<file path="src/hdl/swarm_macros.svh">
`ifndef SWARM_MACROS_SVH
`define SWARM_MACROS_SVH

// Field widths
`define SLOT_BITS     6
`define THREAD_BITS   4
`define CHILD_BITS    4
`define UNDO_ID_BITS  4

// Core ID selects one bit of the start register
`define CORE_ID       0

// Engine reset length on abort, in cycles
`define ABORT_HOLD    4

// Register map
`define REG_CORE_START  8'h00
`define REG_N_DEQUEUES  8'h04
`define REG_NUM_ENQ     8'h08
`define REG_NUM_DEQ     8'h0c
`define REG_STATE       8'h10

`endif

</file>
<file path="src/hdl/swarm_pkg.sv">
`include "swarm_macros.svh"

package swarm_pkg;

   typedef logic [`SLOT_BITS-1:0]    cq_slot_t;
   typedef logic [`THREAD_BITS-1:0]  thread_id_t;
   typedef logic [`CHILD_BITS-1:0]   child_id_t;
   typedef logic [`UNDO_ID_BITS-1:0] undo_id_t;

   typedef struct packed {
      logic [31:0] ts;
      logic [15:0] locale;
      logic [3:0]  ttype;
      logic [31:0] args;
   } task_t;

   typedef struct packed {
      logic [31:0] addr;
      logic [31:0] data;
   } undo_rec_t;

   typedef struct packed {
      logic        valid;
      logic [7:0]  addr;
      logic [31:0] data;
   } reg_wr_t;

   typedef struct packed {
      logic        valid;
      logic [7:0]  addr;
   } reg_rd_req_t;

   typedef struct packed {
      logic        valid;
      logic [31:0] data;
   } reg_rd_rsp_t;

   typedef enum logic [2:0] {
      NEXT_TASK,
      INFORM_CQ,
      START_CORE,
      WAIT_CORE,
      ABORT_TASK,
      FINISH_TASK
   } seq_state_t;

endpackage

</file>
<file path="src/hdl/core_regs.sv">
`timescale 1ns/1ps
`include "swarm_macros.svh"

module core_regs import swarm_pkg::*; (
   input  logic        clk,
   input  logic        rstn,
   input  reg_wr_t     reg_wr,
   input  reg_rd_req_t reg_rd_req,
   output reg_rd_rsp_t reg_rd_rsp,
   input  logic        dequeued,
   input  logic        enqueued,
   input  seq_state_t  state,
   output logic        run_enable
);

   logic        start;
   logic [31:0] dequeues_left;
   logic [31:0] num_enq;
   logic [31:0] num_deq;
   logic        rsp_valid;
   logic [31:0] rsp_data;

   always_ff @(posedge clk) begin
      if (!rstn) begin
         start <= 1'b0;
      end else if (reg_wr.valid && reg_wr.addr == `REG_CORE_START) begin
         start <= reg_wr.data[`CORE_ID];
      end
   end

   // A budget write wins over a dequeue in the same cycle
   always_ff @(posedge clk) begin
      if (!rstn) begin
         dequeues_left <= '1;
      end else if (reg_wr.valid && reg_wr.addr == `REG_N_DEQUEUES) begin
         dequeues_left <= reg_wr.data;
      end else if (dequeued) begin
         dequeues_left <= dequeues_left - 32'd1;
      end
   end

   always_ff @(posedge clk) begin
      if (!rstn) begin
         num_enq <= '0;
         num_deq <= '0;
      end else begin
         if (enqueued) begin
            num_enq <= num_enq + 32'd1;
         end
         if (dequeued) begin
            num_deq <= num_deq + 32'd1;
         end
      end
   end

   assign run_enable = start && (dequeues_left != '0);

   always_ff @(posedge clk) begin
      if (!rstn) begin
         rsp_valid <= 1'b0;
      end else begin
         rsp_valid <= reg_rd_req.valid;
      end
   end

   always_ff @(posedge clk) begin
      if (reg_rd_req.valid) begin
         case (reg_rd_req.addr)
            `REG_N_DEQUEUES: rsp_data <= dequeues_left;
            `REG_NUM_ENQ:    rsp_data <= num_enq;
            `REG_NUM_DEQ:    rsp_data <= num_deq;
            `REG_STATE:      rsp_data <= 32'(state);
            default:         rsp_data <= '0;
         endcase
      end
   end

   assign reg_rd_rsp = '{valid: rsp_valid, data: rsp_data};

endmodule

</file>
<file path="src/hdl/task_sequencer.sv">
`timescale 1ns/1ps
`include "swarm_macros.svh"

module task_sequencer import swarm_pkg::*; (
   input  logic                      clk,
   input  logic                      rstn,
   input  logic                      run_enable,
   // Dequeue
   output logic                      task_arvalid,
   input  logic                      task_rvalid,
   input  task_t                     task_rdata,
   input  cq_slot_t                  task_rslot,
   input  thread_id_t                task_rthread,
   // Start inform
   output logic                      start_task_valid,
   input  logic                      start_task_ready,
   output cq_slot_t                  start_task_slot,
   // Finish
   output logic                      finish_task_valid,
   input  logic                      finish_task_ready,
   output cq_slot_t                  finish_task_slot,
   output thread_id_t                finish_task_thread,
   output child_id_t                 finish_task_num_children,
   output logic                      finish_task_undo_log_write,
   // Abort and commit status
   input  logic [2**`SLOT_BITS-1:0]  task_aborted,
   input  logic                      gvt_slot_valid,
   input  cq_slot_t                  gvt_slot,
   // Engine control
   output logic                      eng_start,
   output task_t                     eng_task,
   output logic                      eng_rstn,
   input  logic                      eng_done,
   // Output buffers
   input  logic                      child_hs,
   input  logic                      bufs_busy,
   output logic                      drop,
   output cq_slot_t                  cur_slot,
   output logic                      untied,
   output child_id_t                 child_id,
   input  logic                      undo_written,
   output seq_state_t                state
);

   seq_state_t state_next;
   thread_id_t cur_thread;
   logic       dequeue;
   logic       finish_hs;
   logic       abort_now;
   logic       aborted_q;
   logic       abort_mark;
   logic [3:0] hold_cnt;

   assign dequeue   = task_arvalid && task_rvalid;
   assign finish_hs = finish_task_valid && finish_task_ready;

   // Abort of the running slot only counts before the engine is done
   assign abort_now  = task_aborted[cur_slot] &&
                       (state == INFORM_CQ || state == WAIT_CORE);
   assign abort_mark = aborted_q || abort_now;

   always_comb begin
      state_next = state;
      case (state)
         NEXT_TASK: begin
            if (dequeue) begin
               state_next = INFORM_CQ;
            end
         end
         INFORM_CQ: begin
            if (start_task_ready) begin
               state_next = abort_mark ? FINISH_TASK : START_CORE;
            end
         end
         START_CORE: state_next = WAIT_CORE;
         WAIT_CORE: begin
            if (eng_done) begin
               state_next = FINISH_TASK;
            end else if (abort_mark) begin
               state_next = ABORT_TASK;
            end
         end
         ABORT_TASK: begin
            if (hold_cnt == '0) begin
               state_next = FINISH_TASK;
            end
         end
         FINISH_TASK: begin
            if (finish_hs) begin
               state_next = NEXT_TASK;
            end
         end
         default: state_next = NEXT_TASK;
      endcase
   end

   always_ff @(posedge clk) begin
      if (!rstn) begin
         state <= NEXT_TASK;
      end else begin
         state <= state_next;
      end
   end

   always_ff @(posedge clk) begin
      if (dequeue) begin
         cur_slot   <= task_rslot;
         cur_thread <= task_rthread;
         eng_task   <= task_rdata;
      end
   end

   always_ff @(posedge clk) begin
      if (!rstn) begin
         aborted_q <= 1'b0;
      end else if (dequeue) begin
         aborted_q <= 1'b0;
      end else if (abort_now) begin
         aborted_q <= 1'b1;
      end
   end

   // Engine also sits in reset for a few cycles after system reset
   always_ff @(posedge clk) begin
      if (!rstn) begin
         hold_cnt <= 4'(`ABORT_HOLD);
      end else if (state == WAIT_CORE && state_next == ABORT_TASK) begin
         hold_cnt <= 4'(`ABORT_HOLD);
      end else if (hold_cnt != '0) begin
         hold_cnt <= hold_cnt - 4'd1;
      end
   end

   // Only tied children get counted for the CQ
   always_ff @(posedge clk) begin
      if (!rstn) begin
         child_id <= '0;
      end else if (dequeue) begin
         child_id <= '0;
      end else if (child_hs && !untied) begin
         child_id <= child_id + 1'b1;
      end
   end

   always_ff @(posedge clk) begin
      if (!rstn) begin
         untied <= 1'b0;
      end else begin
         untied <= gvt_slot_valid && (gvt_slot == cur_slot);
      end
   end

   assign eng_rstn     = (hold_cnt == '0);
   assign eng_start    = (state == START_CORE);
   assign drop         = (state == ABORT_TASK);
   assign task_arvalid = (state == NEXT_TASK) && run_enable && eng_rstn;

   assign start_task_valid = (state == INFORM_CQ);
   assign start_task_slot  = cur_slot;

   assign finish_task_valid          = (state == FINISH_TASK) && !bufs_busy;
   assign finish_task_slot           = cur_slot;
   assign finish_task_thread         = cur_thread;
   assign finish_task_num_children   = child_id;
   assign finish_task_undo_log_write = undo_written;

endmodule

</file>
<file path="src/hdl/app_engine.sv">
`timescale 1ns/1ps

module app_engine import swarm_pkg::*; (
   input  logic      clk,
   input  logic      eng_rstn,
   input  logic      eng_start,
   input  task_t     eng_task,
   output logic      child_valid,
   output task_t     child_task,
   input  logic      child_ready,
   output logic      undo_valid,
   output undo_rec_t undo_rec,
   input  logic      undo_ready,
   output logic      eng_done
);

   typedef enum logic [1:0] {
      ENG_IDLE,
      ENG_CHILD,
      ENG_UNDO,
      ENG_DONE
   } eng_state_t;

   eng_state_t  eng_state;
   task_t       parent;
   logic [1:0]  child_cnt;
   logic [1:0]  num_children;
   logic [31:0] offset;

   assign num_children = parent.args[1:0];
   assign offset       = 32'(child_cnt) + 32'd1;

   always_ff @(posedge clk) begin
      if (!eng_rstn) begin
         eng_state <= ENG_IDLE;
         child_cnt <= '0;
      end else begin
         case (eng_state)
            ENG_IDLE: begin
               if (eng_start) begin
                  child_cnt <= '0;
                  eng_state <= (eng_task.args[1:0] == 2'd0) ? ENG_UNDO : ENG_CHILD;
               end
            end
            ENG_CHILD: begin
               if (child_ready) begin
                  child_cnt <= child_cnt + 2'd1;
                  if (child_cnt == num_children - 2'd1) begin
                     eng_state <= ENG_UNDO;
                  end
               end
            end
            ENG_UNDO: begin
               if (undo_ready) begin
                  eng_state <= ENG_DONE;
               end
            end
            default: eng_state <= ENG_IDLE;
         endcase
      end
   end

   always_ff @(posedge clk) begin
      if (eng_state == ENG_IDLE && eng_start) begin
         parent <= eng_task;
      end
   end

   // Child i is offset by i+1 in both ts and locale
   assign child_task = '{ts:     parent.ts + offset,
                         locale: parent.locale + offset[15:0],
                         ttype:  '0,
                         args:   '0};

   assign undo_rec = '{addr: 32'(parent.locale), data: parent.ts};

   assign child_valid = (eng_state == ENG_CHILD);
   assign undo_valid  = (eng_state == ENG_UNDO);
   assign eng_done    = (eng_state == ENG_DONE);

endmodule

</file>
<file path="src/hdl/core_out_buffers.sv">
`timescale 1ns/1ps

module core_out_buffers import swarm_pkg::*; (
   input  logic      clk,
   input  logic      rstn,
   input  logic      drop,
   input  cq_slot_t  cur_slot,
   // From the engine
   input  logic      child_valid,
   input  task_t     child_task,
   output logic      child_ready,
   input  logic      undo_valid,
   input  undo_rec_t undo_rec,
   output logic      undo_ready,
   // Enqueue port
   output logic      task_wvalid,
   output task_t     task_wdata,
   input  logic      task_wready,
   // Undo-log port
   output logic      undo_log_valid,
   output undo_rec_t undo_log_rec,
   output undo_id_t  undo_log_id,
   output cq_slot_t  undo_log_slot,
   input  logic      undo_log_ready,
   input  logic      finish_hs,
   output logic      busy,
   output logic      undo_written
);

   logic child_acc;
   logic undo_acc;

   // Nothing new is taken while an abort is being handled
   assign child_ready = !task_wvalid && !drop;
   assign undo_ready  = !undo_log_valid && !drop;
   assign child_acc   = child_valid && child_ready;
   assign undo_acc    = undo_valid && undo_ready;

   always_ff @(posedge clk) begin
      if (!rstn) begin
         task_wvalid <= 1'b0;
      end else if (drop) begin
         task_wvalid <= 1'b0;
      end else if (child_acc) begin
         task_wvalid <= 1'b1;
      end else if (task_wready) begin
         task_wvalid <= 1'b0;
      end
   end

   always_ff @(posedge clk) begin
      if (child_acc) begin
         task_wdata <= child_task;
      end
   end

   // A pending undo record survives an abort
   always_ff @(posedge clk) begin
      if (!rstn) begin
         undo_log_valid <= 1'b0;
      end else if (undo_acc) begin
         undo_log_valid <= 1'b1;
      end else if (undo_log_ready) begin
         undo_log_valid <= 1'b0;
      end
   end

   always_ff @(posedge clk) begin
      if (undo_acc) begin
         undo_log_rec  <= undo_rec;
         undo_log_slot <= cur_slot;
      end
   end

   always_ff @(posedge clk) begin
      if (!rstn) begin
         undo_log_id  <= '0;
         undo_written <= 1'b0;
      end else if (finish_hs) begin
         undo_log_id  <= '0;
         undo_written <= 1'b0;
      end else begin
         if (undo_log_valid && undo_log_ready) begin
            undo_log_id <= undo_log_id + 1'b1;
         end
         if (undo_acc) begin
            undo_written <= 1'b1;
         end
      end
   end

   assign busy = task_wvalid || undo_log_valid;

endmodule

</file>
<file path="src/hdl/core_top.sv">
`timescale 1ns/1ps
`include "swarm_macros.svh"

module core_top import swarm_pkg::*; (
   input  logic                      clk,
   input  logic                      rstn,
   // Task dequeue
   output logic                      task_arvalid,
   input  logic                      task_rvalid,
   input  task_t                     task_rdata,
   input  cq_slot_t                  task_rslot,
   input  thread_id_t                task_rthread,
   // Task enqueue
   output logic                      task_wvalid,
   output task_t                     task_wdata,
   input  logic                      task_wready,
   output logic                      task_enq_untied,
   output cq_slot_t                  task_cq_slot,
   output child_id_t                 task_child_id,
   // Start inform
   output logic                      start_task_valid,
   input  logic                      start_task_ready,
   output cq_slot_t                  start_task_slot,
   // Finish
   output logic                      finish_task_valid,
   input  logic                      finish_task_ready,
   output cq_slot_t                  finish_task_slot,
   output thread_id_t                finish_task_thread,
   output child_id_t                 finish_task_num_children,
   output logic                      finish_task_undo_log_write,
   // Abort and GVT
   input  logic [2**`SLOT_BITS-1:0]  task_aborted,
   input  logic                      gvt_slot_valid,
   input  cq_slot_t                  gvt_slot,
   // Undo log
   output logic                      undo_log_valid,
   input  logic                      undo_log_ready,
   output undo_id_t                  undo_log_id,
   output undo_rec_t                 undo_log_rec,
   output cq_slot_t                  undo_log_slot,
   // Register bus
   input  reg_wr_t                   reg_wr,
   input  reg_rd_req_t               reg_rd_req,
   output reg_rd_rsp_t               reg_rd_rsp
);

   wire dequeued  = task_arvalid & task_rvalid;
   wire child_hs  = task_wvalid & task_wready;
   wire finish_hs = finish_task_valid & finish_task_ready;

   seq_state_t state;
   logic       run_enable;
   logic       eng_start;
   task_t      eng_task;
   logic       eng_rstn;
   logic       eng_done;
   logic       drop;
   logic       bufs_busy;
   logic       undo_written;
   logic       child_valid;
   task_t      child_task;
   logic       child_ready;
   logic       undo_valid;
   undo_rec_t  undo_rec;
   logic       undo_ready;

   core_regs regs0 (
      .clk        (clk),
      .rstn       (rstn),
      .reg_wr     (reg_wr),
      .reg_rd_req (reg_rd_req),
      .reg_rd_rsp (reg_rd_rsp),
      .dequeued   (dequeued),
      .enqueued   (child_hs),
      .state      (state),
      .run_enable (run_enable)
   );

   task_sequencer seq0 (
      .clk                        (clk),
      .rstn                       (rstn),
      .run_enable                 (run_enable),
      .task_arvalid               (task_arvalid),
      .task_rvalid                (task_rvalid),
      .task_rdata                 (task_rdata),
      .task_rslot                 (task_rslot),
      .task_rthread               (task_rthread),
      .start_task_valid           (start_task_valid),
      .start_task_ready           (start_task_ready),
      .start_task_slot            (start_task_slot),
      .finish_task_valid          (finish_task_valid),
      .finish_task_ready          (finish_task_ready),
      .finish_task_slot           (finish_task_slot),
      .finish_task_thread         (finish_task_thread),
      .finish_task_num_children   (finish_task_num_children),
      .finish_task_undo_log_write (finish_task_undo_log_write),
      .task_aborted               (task_aborted),
      .gvt_slot_valid             (gvt_slot_valid),
      .gvt_slot                   (gvt_slot),
      .eng_start                  (eng_start),
      .eng_task                   (eng_task),
      .eng_rstn                   (eng_rstn),
      .eng_done                   (eng_done),
      .child_hs                   (child_hs),
      .bufs_busy                  (bufs_busy),
      .drop                       (drop),
      .cur_slot                   (task_cq_slot),
      .untied                     (task_enq_untied),
      .child_id                   (task_child_id),
      .undo_written               (undo_written),
      .state                      (state)
   );

   app_engine eng0 (
      .clk         (clk),
      .eng_rstn    (eng_rstn),
      .eng_start   (eng_start),
      .eng_task    (eng_task),
      .child_valid (child_valid),
      .child_task  (child_task),
      .child_ready (child_ready),
      .undo_valid  (undo_valid),
      .undo_rec    (undo_rec),
      .undo_ready  (undo_ready),
      .eng_done    (eng_done)
   );

   core_out_buffers bufs0 (
      .clk            (clk),
      .rstn           (rstn),
      .drop           (drop),
      .cur_slot       (task_cq_slot),
      .child_valid    (child_valid),
      .child_task     (child_task),
      .child_ready    (child_ready),
      .undo_valid     (undo_valid),
      .undo_rec       (undo_rec),
      .undo_ready     (undo_ready),
      .task_wvalid    (task_wvalid),
      .task_wdata     (task_wdata),
      .task_wready    (task_wready),
      .undo_log_valid (undo_log_valid),
      .undo_log_rec   (undo_log_rec),
      .undo_log_id    (undo_log_id),
      .undo_log_slot  (undo_log_slot),
      .undo_log_ready (undo_log_ready),
      .finish_hs      (finish_hs),
      .busy           (bufs_busy),
      .undo_written   (undo_written)
   );

endmodule

</file>
<file path="config.mk">
export PLATFORM = sky130hd
export DESIGN_NAME = core_top
export DESIGN_NICKNAME = d
export VERILOG_FILES = /design/src/hdl/swarm_pkg.sv /design/src/hdl/core_regs.sv /design/src/hdl/task_sequencer.sv /design/src/hdl/app_engine.sv /design/src/hdl/core_out_buffers.sv /design/src/hdl/core_top.sv
export VERILOG_INCLUDE_DIRS = /design/src /design/src/hdl
export SDC_FILE = /design/constraint.sdc
export NUM_CORES = 1
export LEC_CHECK = 0
export ABC_AREA = 1
export BUFFER_PORTS_ARGS = -buffer_cell sky130_fd_sc_hd__buf_2
export CAP_MARGIN = 40
export CORE_ASPECT_RATIO = 1.25
export CORE_MARGIN = 10
export CORE_UTILIZATION = 53
export DETAILED_ROUTE_END_ITERATION = 10
export PLACE_DENSITY = 0.77
export SYNTH_ARGS = -nofsm -noshare
export SYNTH_HDL_FRONTEND = slang
export SYNTH_SLANG_ARGS = --single-unit
export TNS_END_PERCENT = 30
</file>
<file path="constraint.sdc">
create_clock -name clk -period 6.4 [get_ports clk]
set_input_delay 0 -clock clk [delete_from_list [all_inputs] [get_ports clk]]
set_output_delay 0 -clock clk [all_outputs]
set_load 0.005 [all_outputs]
</file>
==> results.ini <==
[logic_synthesis]
synth_cells = 1704
ys_top_cells_by_area = edfxtp_1 44%, dfxtp_1 15%, nand2_1 7.5%, xor2_1 4.0%, inv_1 3.5%
ys_ff_latch = 366
seq_area_frac_synth_pct = 58.07
ys_warn_count = 0
synth_async_sr_flop_share_pct = 0
ys_types = 54
syn_area_mm2 = 0.01682
syn_avg_cell_area_um2 = 9.872
synth_top_flop_cell = edfxtp_1
synth_top_area_share_pct = 43.56
synth-edff-count = 244
yosys.area.top_type = edfxtp_1

[routing]
drt_iter0_drc = 1337
vias_per_cell = 5.460
firstDrtPassIters = 6
met2_length_mm = 26.12
wire_per_inst_um = 19.78
drt-total-wl_mm = 51.28
drc = 0
vias = 14160
top_layer = met4
dr_wl_met3_mm = 4.093
wl_met1_mm = 19.18
drtAntennaViolNets = 0

[finish]
layout_commonest_cell = buf_2
final_cell_mix = 363 x buf_2, 334 x nand2_1, 244 x edfxtp_1
drive_above_1_share_pct = 21.98
syn_to_final_growth_pct = 24.97
fin_util_pct = 67.45
final_cells = 2593
final_nets = 2397

[critical_path]
critPathArrivalTime_ns = 4.11
path_buf_inv = 3
cp-end-kind = register
crit_chain = inv_1, ha_1, nand2_1, nor3_1, a21boi_4, nand2_4, inv_4, buf_4, nand2_2, o22ai_1, o21ai_0
critPathRequiredTime_ns = 6.77
worstSetupStartpointType = register
slowest_delay_ns = 0.61
critPathMaxFanout = 43
path_delay_family = buffers and inverters
worstSetupPathType = register to register
cpMaxStageDelayCell = buf_4

[grt]
antenna_found_initial = 1
grt_max_degree = 61
grt_pass1_wl_mm = 76.43
grt_pass1_vias = 13850
grt_usage_pct = 24.87
overflow = 0

[pwr]
vdd_drop_max_v = 0.0002526
total_power_mw = 5.537
sequentialPowerShare_pct = 50.7
p_clk_share_pct = 39.4
total_switching_power_mw = 1.334
combPwrFrac_pct = 9.9
p_leak_nw = 8.406
power_density_mw_per_mm2 = 263.4
intPower_mw = 4.203
switching_share_pct = 24.09

[floorplan]
chipHeight_um = 219.2
fp.dieW_um = 179.4
start_util_pct = 53.97
num_rows = 72
io_pins = 450
dieArea_mm2 = 0.03931
design.core.area_mm2 = 0.03117

[sta]
finalWorstSetupSlack_ns = 2.655
final_max_slew_viol_count = 0
relSlewSlack_pct = 44.78
grt_setup_unrepaired = no
max_freq_ghz = 0.2670
tightest_slew_ns = 0.8273
hold_violations = 0
tns_ns = 0
setup_viol = 0
finalCriticalPeriod_ns = 3.745
fin_crit_sh_pct = 58.52
finClkSkew_ns = 0.01837

[clocking]
cts_setup_buffers = 0
cts_tree = yes
clock-sinks = 366
cts_max_path_buffers = 3
cts_root_buf = clkbuf_16
clkTransAtPathRegs_ns = 0.06
htreeDepth = 2
worstSkewPairLatency_ns = 0.53
cts_inserted_buffers = 36

[place]
dp_slack_ns = 2.766
placedCellCount = 2424
io_buffers = 363
dp_hpwl_mm = 37.15
routabilityCongestion = 0.9670

[status]
status = finished, final reports clean

[worst_hold_path]
min_path_type = input port to register

[job]
cap_viol_max_count = 0

-- through the flow --
stage / area [µm²] / hold slack, ns
after global placement: 18710 / 0.1772
after detailed placement: 18800 / 0.1784
after global routing: 21020 / 0.1117
after CTS: 21020 / 0.08336
after floorplan: 17010 / 0.09763
final: 21020 / 0.08411
-- cell type report --
class	count	area (µm²)
Multi-Input combinational cell	1109	5929
Timing Repair Buffer	477	2973
Fill cell	2388	10150
Tap cell	407	509.2
Clock buffer	51	1051
Inverter	166	626.9
Sequential cell	366	9769
Antenna cell	2	5.005
Clock inverter	15	158.9
-- sequential cells by signal, summed over array words and instances, names as in the netlist, 32 cells and up --
register and flops:
seq0.eng_task 50, bufs0.task_wdata 48, bufs0.undo_log_rec 48, eng0.undo_rec 48, regs0.dequeues_left 32, regs0.num_deq 32, regs0.num_enq 32, regs0.rsp_data 32
-- Yosys cell counts (2+ instances only) --
master,count
a211oi_1,4
a21oi_1,65
a31oi_1,5
buf_1,2
buf_2,14
buf_4,70
clkbuf_1,28
clkinv_1,2
dfxtp_1,122
edfxtp_1,244
fa_1,2
ha_1,17
inv_1,158
inv_2,4
nand2_1,334
nand2_2,8
nand3_1,96
nand3_2,6
nand3b_1,4
nand4_1,30
nand4_4,2
nor2_1,151
nor2_2,9
nor2_4,5
nor3_1,56
nor3_2,2
nor3b_1,3
nor4_1,18
o2111ai_1,8
o211a_1,2
o211ai_1,18
o21a_1,4
o21ai_0,53
o21ai_1,4
o221ai_1,28
o22ai_1,10
o311ai_0,2
or2_2,3
xnor2_1,20
xor2_1,77
-- worst register-to-register path, stage by stage (launching register included) --
cell and delay [ns]:
dfxtp_1 0.33, inv_1 0.06, ha_1 0.19, nand2_1 0.23, nor3_1 0.32, a21boi_4 0.26
nand2_4 0.30, inv_4 0.59, buf_4 0.63, nand2_2 0.38, o22ai_1 0.20, o21ai_0 0.10
-- path summary, 6_finish.rpt --
path | start | to | slack [ns] | cells after the start
hold / removal | rstn | regs0.dequeues_left[30] | 0.08 | 3
setup / recovery | seq0.hold_cnt[0] | regs0.dequeues_left[2] | 2.65 | 11
hold reg to reg | seq0.eng_task[67] | eng0.undo_rec[15] | 0.41 | 0
setup reg to reg | seq0.hold_cnt[0] | regs0.dequeues_left[2] | 2.65 | 11
-- repair_timing --
action	in CTS	in global routing
gates resized for setup	0	0
hold endpoints to repair	106	0
hold buffers	101	0
-- metal layers --
layer | GRT usage, % | up-vias
met2 | 44.22 | 729
met4 | 9.691 | 0
met5 | 0 | -
met3 | 3.900 | 103
li1 | - | 6638
met1 | 29.34 | 6688
-- cells by family (layout without fill, tap and decap cells) --
kind of cell | Yosys count | count (layout) | synth area share [%]
DFF | 366 | 366 | 58.07
other | 1 | 54 | 0.02229
adders and majority gates | 19 | 19 | 1.502
and+or+nand+nor | 732 | 732 | 19.60
xor gates and xnor gates | 97 | 97 | 5.050
AOI/OAI and AO/OA | 209 | 209 | 7.817
buffers and inverters | 280 | 709 | 7.936
-- power by group through the flow --
| stage | logic [mW] | clock network, mW | registers [mW] |
|---|---|---|---|
| floorplan | 0.278 | 0 | 2.85 |
| global placement | 0.466 | 0 | 2.84 |
| detailed placement | 0.491 | 0 | 2.85 |
| CTS | 0.548 | 2.20 | 2.80 |
| global route | 0.607 | 2.30 | 2.82 |
| finish | 0.550 | 2.18 | 2.81 |
Note: power is estimated with default switching activity, not from simulation.
